[config.mk]
export PLATFORM = sky130hd
export DESIGN_NAME = id_ex_core
export DESIGN_NICKNAME = d
export VERILOG_FILES = /design/src/source/cpu_pkg.sv /design/src/source/id_decoder.sv /design/src/source/id_reg.sv /design/src/source/ex_alu.sv /design/src/source/ex_shift.sv /design/src/source/ex_reg.sv /design/src/source/id_ex_core.sv
export SDC_FILE = /design/constraint.sdc
export NUM_CORES = 1
export LEC_CHECK = 0
export BUFFER_PORTS_ARGS = -buffer_cell sky130_fd_sc_hd__buf_2
export CAP_MARGIN = 20
export CORE_ASPECT_RATIO = 1.25
export CORE_UTILIZATION = 45
export DETAILED_ROUTE_END_ITERATION = 8
export PLACE_DENSITY = 0.72
export SYNTH_ARGS = -nofsm -noshare
export SYNTH_HDL_FRONTEND = slang
export SYNTH_SLANG_ARGS = --single-unit
[constraint.sdc]
create_clock -name clk -period 6 [get_ports clk]
set_input_delay 0.9 -clock clk [delete_from_list [all_inputs] [get_ports clk]]
set_output_delay 0.9 -clock clk [all_outputs]
set_load 0.01 [all_outputs]
[src/source/cpu_pkg.sv]
package cpu_pkg;

	// ------------------------------
	// widths
	// ------------------------------
	typedef logic [31:0] word_t;      // data word
	typedef logic [4:0]  reg_addr_t;  // register number
	typedef logic [5:0]  opcode_t;    // insn[31:26]
	typedef logic [3:0]  alu_op_t;    // alu or shifter operation
	typedef logic [1:0]  mem_op_t;    // memory access kind
	typedef logic        ex_out_sel_t; // which execute unit drives result

	// ------------------------------
	// opcodes
	// ------------------------------
	// register format, dst in rd
	localparam opcode_t OP_ADD  = 6'h01;
	localparam opcode_t OP_SUB  = 6'h02;
	localparam opcode_t OP_AND  = 6'h03;
	localparam opcode_t OP_OR   = 6'h04;
	localparam opcode_t OP_XOR  = 6'h05;
	localparam opcode_t OP_SLL  = 6'h06;
	localparam opcode_t OP_SRL  = 6'h07;
	localparam opcode_t OP_SRA  = 6'h08;
	// immediate format, dst in rb
	localparam opcode_t OP_ADDI = 6'h10;
	localparam opcode_t OP_LDW  = 6'h11;
	localparam opcode_t OP_STW  = 6'h12;

	// execute operations
	localparam alu_op_t ALU_OP_NOP = 4'h0;
	localparam alu_op_t ALU_OP_ADD = 4'h1;
	localparam alu_op_t ALU_OP_SUB = 4'h2;
	localparam alu_op_t ALU_OP_AND = 4'h3;
	localparam alu_op_t ALU_OP_OR  = 4'h4;
	localparam alu_op_t ALU_OP_XOR = 4'h5;
	localparam alu_op_t ALU_OP_SLL = 4'h6; // shifter ops from here
	localparam alu_op_t ALU_OP_SRL = 4'h7;
	localparam alu_op_t ALU_OP_SRA = 4'h8;

	localparam mem_op_t MEM_OP_NOP = 2'd0;
	localparam mem_op_t MEM_OP_LDW = 2'd1;
	localparam mem_op_t MEM_OP_STW = 2'd2;

	localparam ex_out_sel_t EX_SEL_ALU   = 1'b0;
	localparam ex_out_sel_t EX_SEL_SHIFT = 1'b1;

	// ------------------------------
	// stage bundles
	// ------------------------------
	typedef struct packed {
		logic        en;          // stage valid
		alu_op_t     alu_op;
		word_t       alu_in_0;
		word_t       alu_in_1;
		mem_op_t     mem_op;
		word_t       mem_wr_data; // store data
		reg_addr_t   dst_addr;
		logic        gpr_we_n;    // active low
		ex_out_sel_t gpr_mux_ex;
		logic        gpr_mux_mem; // take loaded value at writeback
	} id_bundle_t;

	typedef struct packed {
		logic      en;
		word_t     result;        // also the load/store address
		mem_op_t   mem_op;
		word_t     mem_wr_data;
		reg_addr_t dst_addr;
		logic      gpr_we_n;
		logic      gpr_mux_mem;
	} ex_bundle_t;

	// bubbles, same as reset contents
	localparam id_bundle_t ID_BUBBLE = '{
		en:          1'b0,
		alu_op:      ALU_OP_NOP,
		alu_in_0:    '0,
		alu_in_1:    '0,
		mem_op:      MEM_OP_NOP,
		mem_wr_data: '0,
		dst_addr:    '0,
		gpr_we_n:    1'b1,
		gpr_mux_ex:  EX_SEL_ALU,
		gpr_mux_mem: 1'b0
	};

	localparam ex_bundle_t EX_BUBBLE = '{
		en:          1'b0,
		result:      '0,
		mem_op:      MEM_OP_NOP,
		mem_wr_data: '0,
		dst_addr:    '0,
		gpr_we_n:    1'b1,
		gpr_mux_mem: 1'b0
	};

endpackage

[src/source/id_decoder.sv]
`timescale 1ns/10ps

module id_decoder
	import cpu_pkg::*;
(
	input  logic       if_en,     // fetch word valid
	input  word_t      insn,
	input  word_t      rs_data_0, // value of ra
	input  word_t      rs_data_1, // value of rb
	output id_bundle_t id_next
);

	// ------------------------------
	// field split
	// ------------------------------
	opcode_t   opcode;
	reg_addr_t rb;      // dst for immediate ops
	reg_addr_t rd;      // dst for register ops
	word_t     imm_ext; // sign extended imm

	alu_op_t   op_sel;  // operation from opcode
	logic      fmt_reg; // register format op
	logic      fmt_imm; // immediate format op
	logic      is_shift;

	// ra and rb already went to the register file upstream
	assign opcode  = insn[31:26];
	assign rb      = insn[20:16];
	assign rd      = insn[15:11];
	assign imm_ext = {{16{insn[15]}}, insn[15:0]};

	// opcode -> operation and format
	always_comb begin
		op_sel  = ALU_OP_NOP;
		fmt_reg = 1'b0;
		fmt_imm = 1'b0;
		case (opcode)
			OP_ADD: begin
				op_sel  = ALU_OP_ADD;
				fmt_reg = 1'b1;
			end
			OP_SUB: begin
				op_sel  = ALU_OP_SUB;
				fmt_reg = 1'b1;
			end
			OP_AND: begin
				op_sel  = ALU_OP_AND;
				fmt_reg = 1'b1;
			end
			OP_OR: begin
				op_sel  = ALU_OP_OR;
				fmt_reg = 1'b1;
			end
			OP_XOR: begin
				op_sel  = ALU_OP_XOR;
				fmt_reg = 1'b1;
			end
			OP_SLL: begin
				op_sel  = ALU_OP_SLL;
				fmt_reg = 1'b1;
			end
			OP_SRL: begin
				op_sel  = ALU_OP_SRL;
				fmt_reg = 1'b1;
			end
			OP_SRA: begin
				op_sel  = ALU_OP_SRA;
				fmt_reg = 1'b1;
			end
			OP_ADDI, OP_LDW, OP_STW: begin
				op_sel  = ALU_OP_ADD; // address or sum = ra + imm
				fmt_imm = 1'b1;
			end
			default: ;                // nop or unknown, stays cleared
		endcase
	end

	assign is_shift = (op_sel == ALU_OP_SLL) || (op_sel == ALU_OP_SRL) ||
	                  (op_sel == ALU_OP_SRA);

	// ------------------------------
	// bundle build
	// ------------------------------
	always_comb begin
		id_next = ID_BUBBLE; // default is a bubble with write off
		if (if_en && (fmt_reg || fmt_imm)) begin
			id_next.en         = 1'b1;
			id_next.alu_op     = op_sel;
			id_next.alu_in_0   = rs_data_0;
			id_next.alu_in_1   = fmt_imm ? imm_ext : rs_data_1; // shifter uses low 5 bits
			id_next.gpr_mux_ex = is_shift ? EX_SEL_SHIFT : EX_SEL_ALU;
			id_next.gpr_we_n   = 1'b0;
			id_next.dst_addr   = fmt_imm ? rb : rd;
			case (opcode)
				OP_LDW: begin
					id_next.mem_op      = MEM_OP_LDW;
					id_next.gpr_mux_mem = 1'b1;  // writeback from memory
				end
				OP_STW: begin
					id_next.mem_op      = MEM_OP_STW;
					id_next.mem_wr_data = rs_data_1;
					id_next.gpr_we_n    = 1'b1;  // store writes no register
					id_next.dst_addr    = '0;
				end
				default: ;
			endcase
		end
	end

endmodule

[src/source/id_reg.sv]
`timescale 1ns/10ps

module id_reg
	import cpu_pkg::*;
(
	input  logic       clk,
	input  logic       rst_n,
	input  logic       stall,   // hold current contents
	input  logic       flush,   // drop current instruction
	input  id_bundle_t id_next, // from decoder
	output id_bundle_t id_q     // to execute
);

	// ------------------------------
	// decode/execute stage register
	// ------------------------------
	// stall wins over flush
	// a stalled instruction stays here and issues once stall drops
	always_ff @(posedge clk or negedge rst_n) begin
		if (!rst_n) begin
			id_q <= ID_BUBBLE;      // en 0, write off
		end else if (!stall) begin
			if (flush) begin
				id_q <= ID_BUBBLE;  // kill the incoming instruction
			end else begin
				id_q <= id_next;
			end
		end
		// stall high keeps id_q as it is
	end

endmodule

[src/source/ex_alu.sv]
`timescale 1ns/10ps

module ex_alu
	import cpu_pkg::*;
(
	input  id_bundle_t id_q,
	output word_t      alu_result
);

	word_t a; // operand 0
	word_t b; // operand 1, imm for immediate ops

	assign a = id_q.alu_in_0;
	assign b = id_q.alu_in_1;

	// ------------------------------
	// arithmetic and logic
	// ------------------------------
	always_comb begin
		case (id_q.alu_op)
			ALU_OP_ADD: alu_result = a + b; // wraps, no overflow flag
			ALU_OP_SUB: alu_result = a - b;
			ALU_OP_AND: alu_result = a & b;
			ALU_OP_OR:  alu_result = a | b;
			ALU_OP_XOR: alu_result = a ^ b;
			default:    alu_result = '0;    // shifts and nop
		endcase
	end

endmodule

[src/source/ex_shift.sv]
`timescale 1ns/10ps

module ex_shift
	import cpu_pkg::*;
(
	input  id_bundle_t id_q,
	output word_t      shift_result
);

	logic [4:0] shamt; // 0..31

	assign shamt = id_q.alu_in_1[4:0];

	// ------------------------------
	// barrel shifter
	// ------------------------------
	always_comb begin
		case (id_q.alu_op)
			ALU_OP_SLL: shift_result = id_q.alu_in_0 << shamt;
			ALU_OP_SRL: shift_result = id_q.alu_in_0 >> shamt;  // zero fill
			ALU_OP_SRA: shift_result = word_t'($signed(id_q.alu_in_0) >>> shamt); // sign fill
			default:    shift_result = '0;
		endcase
	end

endmodule

[src/source/ex_reg.sv]
`timescale 1ns/10ps

module ex_reg
	import cpu_pkg::*;
(
	input  logic       clk,
	input  logic       rst_n,
	input  logic       stall,        // execute gets a bubble
	input  id_bundle_t id_q,
	input  word_t      alu_result,
	input  word_t      shift_result,
	output ex_bundle_t ex_out
);

	word_t result_sel; // unit chosen by gpr_mux_ex

	assign result_sel = (id_q.gpr_mux_ex == EX_SEL_SHIFT) ? shift_result : alu_result;

	// ------------------------------
	// execute/memory stage register
	// ------------------------------
	always_ff @(posedge clk or negedge rst_n) begin
		if (!rst_n) begin
			ex_out <= EX_BUBBLE;
		end else if (stall) begin
			// id_q is held, so do not issue it twice
			ex_out <= EX_BUBBLE;
		end else begin
			ex_out.en          <= id_q.en;
			ex_out.result      <= result_sel;    // address for ldw/stw
			ex_out.mem_op      <= id_q.mem_op;
			ex_out.mem_wr_data <= id_q.mem_wr_data;
			ex_out.dst_addr    <= id_q.dst_addr;
			ex_out.gpr_we_n    <= id_q.gpr_we_n;
			ex_out.gpr_mux_mem <= id_q.gpr_mux_mem;
		end
	end

endmodule

[src/source/id_ex_core.sv]
`timescale 1ns/10ps

module id_ex_core
	import cpu_pkg::*;
(
	input  logic       clk,
	input  logic       rst_n,
	input  logic       if_en,     // insn valid
	input  logic       stall,
	input  logic       flush,
	input  word_t      insn,
	input  word_t      rs_data_0,
	input  word_t      rs_data_1,
	output ex_bundle_t ex_out     // two edges after insn
);

	// ------------------------------
	// internal stage signals
	// ------------------------------
	id_bundle_t id_next;      // decoder out
	id_bundle_t id_q;         // registered decode
	word_t      alu_result;
	word_t      shift_result;

	id_decoder u_id_decoder (
		.if_en     (if_en),
		.insn      (insn),
		.rs_data_0 (rs_data_0),
		.rs_data_1 (rs_data_1),
		.id_next   (id_next)
	);

	id_reg u_id_reg (
		.clk     (clk),
		.rst_n   (rst_n),
		.stall   (stall),
		.flush   (flush),
		.id_next (id_next),
		.id_q    (id_q)
	);

	// both units see the same bundle, ex_reg picks one
	ex_alu u_ex_alu (
		.id_q       (id_q),
		.alu_result (alu_result)
	);

	ex_shift u_ex_shift (
		.id_q         (id_q),
		.shift_result (shift_result)
	);

	ex_reg u_ex_reg (
		.clk          (clk),
		.rst_n        (rst_n),
		.stall        (stall),
		.id_q         (id_q),
		.alu_result   (alu_result),
		.shift_result (shift_result),
		.ex_out       (ex_out)
	);

endmodule

==> impl_metrics.tcl <==
set metrics [dict create \
    status "finished, final reports clean" \
    avgRoutedWirePerCell_um 22.10 \
    drt_iter0_drc 1282 \
    clk_path_buf_depth 2 \
    ant_nets 0 \
    hp-class "in2async" \
    fillers 2946 \
    synthesis.area_um2 14330 \
    crit_path_end_kind "flop" \
    drc 0 \
    tns_ps 0 \
    cts-resized-gates 0 \
    synth_top_area_cell "dfrtp_1" \
    io_pins 175 \
    clockRootBuffer "clkbuf_16" \
    yosysWarnings 0 \
    ir_worst_vdd_mv 0.2078 \
    cts_tree "yes" \
    grt_max_degree 101 \
    clkLatencyLatePin_ps 470 \
    cp_max_fo 7 \
    grt_pass1_vias 12823 \
    syn_avg_cell_area_um2 8.916 \
    synth.area.top_cells "dfrtp_1 (32%), ha_1 (8.5%), mux2i_1 (6.1%)" \
    cts_hold_buf 0 \
    setup_viol 0 \
    synthFlopType "dfrtp_1" \
    grt_usage_pct 29.56 \
    min_period_ps 4951 \
    core-area_um2 31170 \
    seq_area_frac_synth_pct 32.33 \
    grt_setup_unrepaired "no" \
    powerDensity_nw_per_um2 194.0 \
    placed_area_um2 15480 \
    clk_pin_slew_worst_paths_ps 80 \
    viasPerCell 6.212 \
    hold_slack_ps 410.8 \
    finalNetCount 1910 \
    synth_cells 1607 \
    start_kind "flop" \
    max_freq_mhz 202.0 \
    ys_ff_latch 185 \
    htree_num_levels 4 \
    cts_buffers 17 \
    instances_no_fill 2131 \
    die-area_um2 32560 \
    report.final.slew_viol_count 0 \
    critical_path_class "reg2reg" \
    firstDrtPassIters 7 \
    post_cts_buffers 0 \
    die_x_um 161.6 \
    synthArstFlopShare_pct 100.0 \
    cp.required_ps 6390 \
    diodes 0 \
    grt_pass1_wl_um 74100 \
    ys_types 84 \
    dp.cells 2098 \
    fin_crit_sh_pct 82.52 \
    cts.sinks 185 \
    grt_remaining_overflow 0 \
    start_util_pct 45.97 \
    place.gp.congestion 0.9749 \
    syn_nets 1806 \
    routed-via-count 13237 \
    stdcell_area_um2 16100 \
    synth.top_cell.area_share_pct 31.96 \
    fin_util_pct 51.66 \
    synthToLayoutAreaGrowth_pct 12.39 \
    port_buffers 169 \
    worst_pin_slew_ps 992.3 \
    p_leak_nw 7.520 \
    routed_wl_um 47100 \
    std_cell_rows 72 \
    finClkSkew_ps 9.629 \
    antenna_found_initial 0 \
    die_h_um 201.5 \
    drive_gt1_share_pct 18.85 \
    slew_headroom_pct 33.61 \
    synth-edff-count 0 \
    arrival_ps 5340 \
    maxCapViolCount 0 \
    hpwl_um 34310 \
    hold_violations 0 \
]
## metrics by stage
stage | setup WS (ps) | power, mW
after detailed placement | 1218 | 1.955
after floorplan | 1255 | 1.754
final | 1049 | 3.123
after CTS | 1156 | 3.133
after global routing | 827.7 | 3.264
after global placement | 1216 | 1.946
## layout make-up
| cell class | instances | area [um2] | share of cell area, % |
|---|---|---|---|
| multi-input cells | 1236 | 8976 | 55.74 |
| flip-flops and latches | 185 | 4638 | 28.80 |
| repair buffers | 200 | 1101 | 6.838 |
| well taps | 407 | 509.2 | 3.162 |
| clock buffers | 18 | 439.2 | 2.727 |
| inverters | 71 | 266.5 | 1.655 |
| clock inverters | 14 | 172.7 | 1.072 |
## cell usage in the layout, fill, tap and decap left out, types with 6 or more instances in the layout
cell type    n
nand2_1    160
xor2_1      10
dfrtp_1    180
o22ai_1     17
a31oi_1     12
xnor2_1     37
nor2b_1     46
buf_2      167
nor3_1      28
mux2_2      32
a21oi_1    139
a21o_1      14
nand4_1     14
and3_1      10
a22o_1      65
nand2b_1    11
inv_1       68
or3_1        7
nor2_1      88
o211ai_1    22
o21ai_0    138
a221oi_1    14
ha_1        97
mux4_2      26
clkbuf_16   17
o21a_1       6
a211oi_1    21
nand3_1     16
a22oi_1     10
buf_4       30
inv_8        6
mux2i_1     88
o31ai_1      6
## worst paths after layout
path	cells after the start	slack, ps	end	startpoint
hold / removal	1	410	u_ex_reg.ex_out[8]$_DFF_PN0_	rst_n
min in group clk	1	480	u_id_reg.id_q[41]$_DFFE_PN0N_	u_id_reg.id_q[41]$_DFFE_PN0N_
setup reg to reg	19	1050	u_ex_reg.ex_out[71]$_DFF_PN0_	u_id_reg.id_q[42]$_DFFE_PN0N_
setup / recovery	19	1050	u_ex_reg.ex_out[71]$_DFF_PN0_	u_id_reg.id_q[42]$_DFFE_PN0N_
hold reg to reg	1	480	u_id_reg.id_q[41]$_DFFE_PN0N_	u_id_reg.id_q[41]$_DFFE_PN0N_
max in group asynchronous	2	4360	u_id_reg.id_q[42]$_DFFE_PN0N_	rst_n
## where the power goes
part	switching [mW]	leakage, nW	internal (mW)
combinational	0.402	4.65	0.262
sequential	0.0222	2.57	1.26
clock	0.568	0.299	0.611
## state kept, by name, summed over array words and instances, names as in the netlist
register         flops
u_ex_reg.ex_out     74
u_id_reg.id_q      111
## layer usage
layer	wire [um]	up-vias	GRT usage [%]	share of wire, %
li1	-	6108	-	-
met3	3579	115	5.257	7.6
met2	22060	600	46.29	47
met1	19570	6414	39.74	42
met5	0	-	0	0
met4	1897	0	13.31	4.0
## cell usage after synthesis (10+ instances only)
| cell type | count |
|---|---|
| a211oi_1 | 21 |
| a21o_1 | 14 |
| a21oi_1 | 139 |
| a221oi_1 | 14 |
| a22o_1 | 65 |
| a22oi_1 | 10 |
| a31oi_1 | 12 |
| and3_1 | 10 |
| buf_1 | 17 |
| buf_2 | 19 |
| clkbuf_1 | 72 |
| dfrtp_1 | 183 |
| ha_1 | 97 |
| inv_1 | 68 |
| mux2_2 | 32 |
| mux2i_1 | 88 |
| mux4_2 | 26 |
| nand2_1 | 161 |
| nand2b_1 | 11 |
| nand3_1 | 16 |
| nand4_1 | 14 |
| nor2_1 | 90 |
| nor2b_1 | 46 |
| nor3_1 | 29 |
| o211ai_1 | 22 |
| o21ai_0 | 138 |
| o22ai_1 | 17 |
| xnor2_1 | 37 |
| xor2_1 | 10 |
## logic make-up (layout without fill, tap and decap cells)
kind of cell / Yosys count / in the layout / synth area share, %
adder cells (fa/ha/maj): 98 / 98 / 8.611
XOR/XNOR: 47 / 47 / 2.873
AO/OA/AOI/OAI: 521 / 521 / 23.83
buffers and inverters: 186 / 303 / 5.275
flip-flops: 185 / 185 / 32.33
AND/OR/NAND/NOR: 424 / 424 / 14.33
multiplexers: 146 / 146 / 12.75
## critical path, stage by stage, from the launching register on
cell and delay [ps]:
dfrtp_4 470, inv_1 150, ha_1 230, or4b_4 500, nor3_2 220, nand4_1 240
nor3b_2 310, nand2_1 150, or2_4 290, o31ai_4 190, xnor2_1 150, ha_1 320
and3_1 250, a221oi_1 540, o21ai_0 280, nand3_1 140, nand3_1 80, a21oi_1 120
o41ai_1 90, a21oi_1 160
Note: power is estimated with default switching activity, not from simulation.
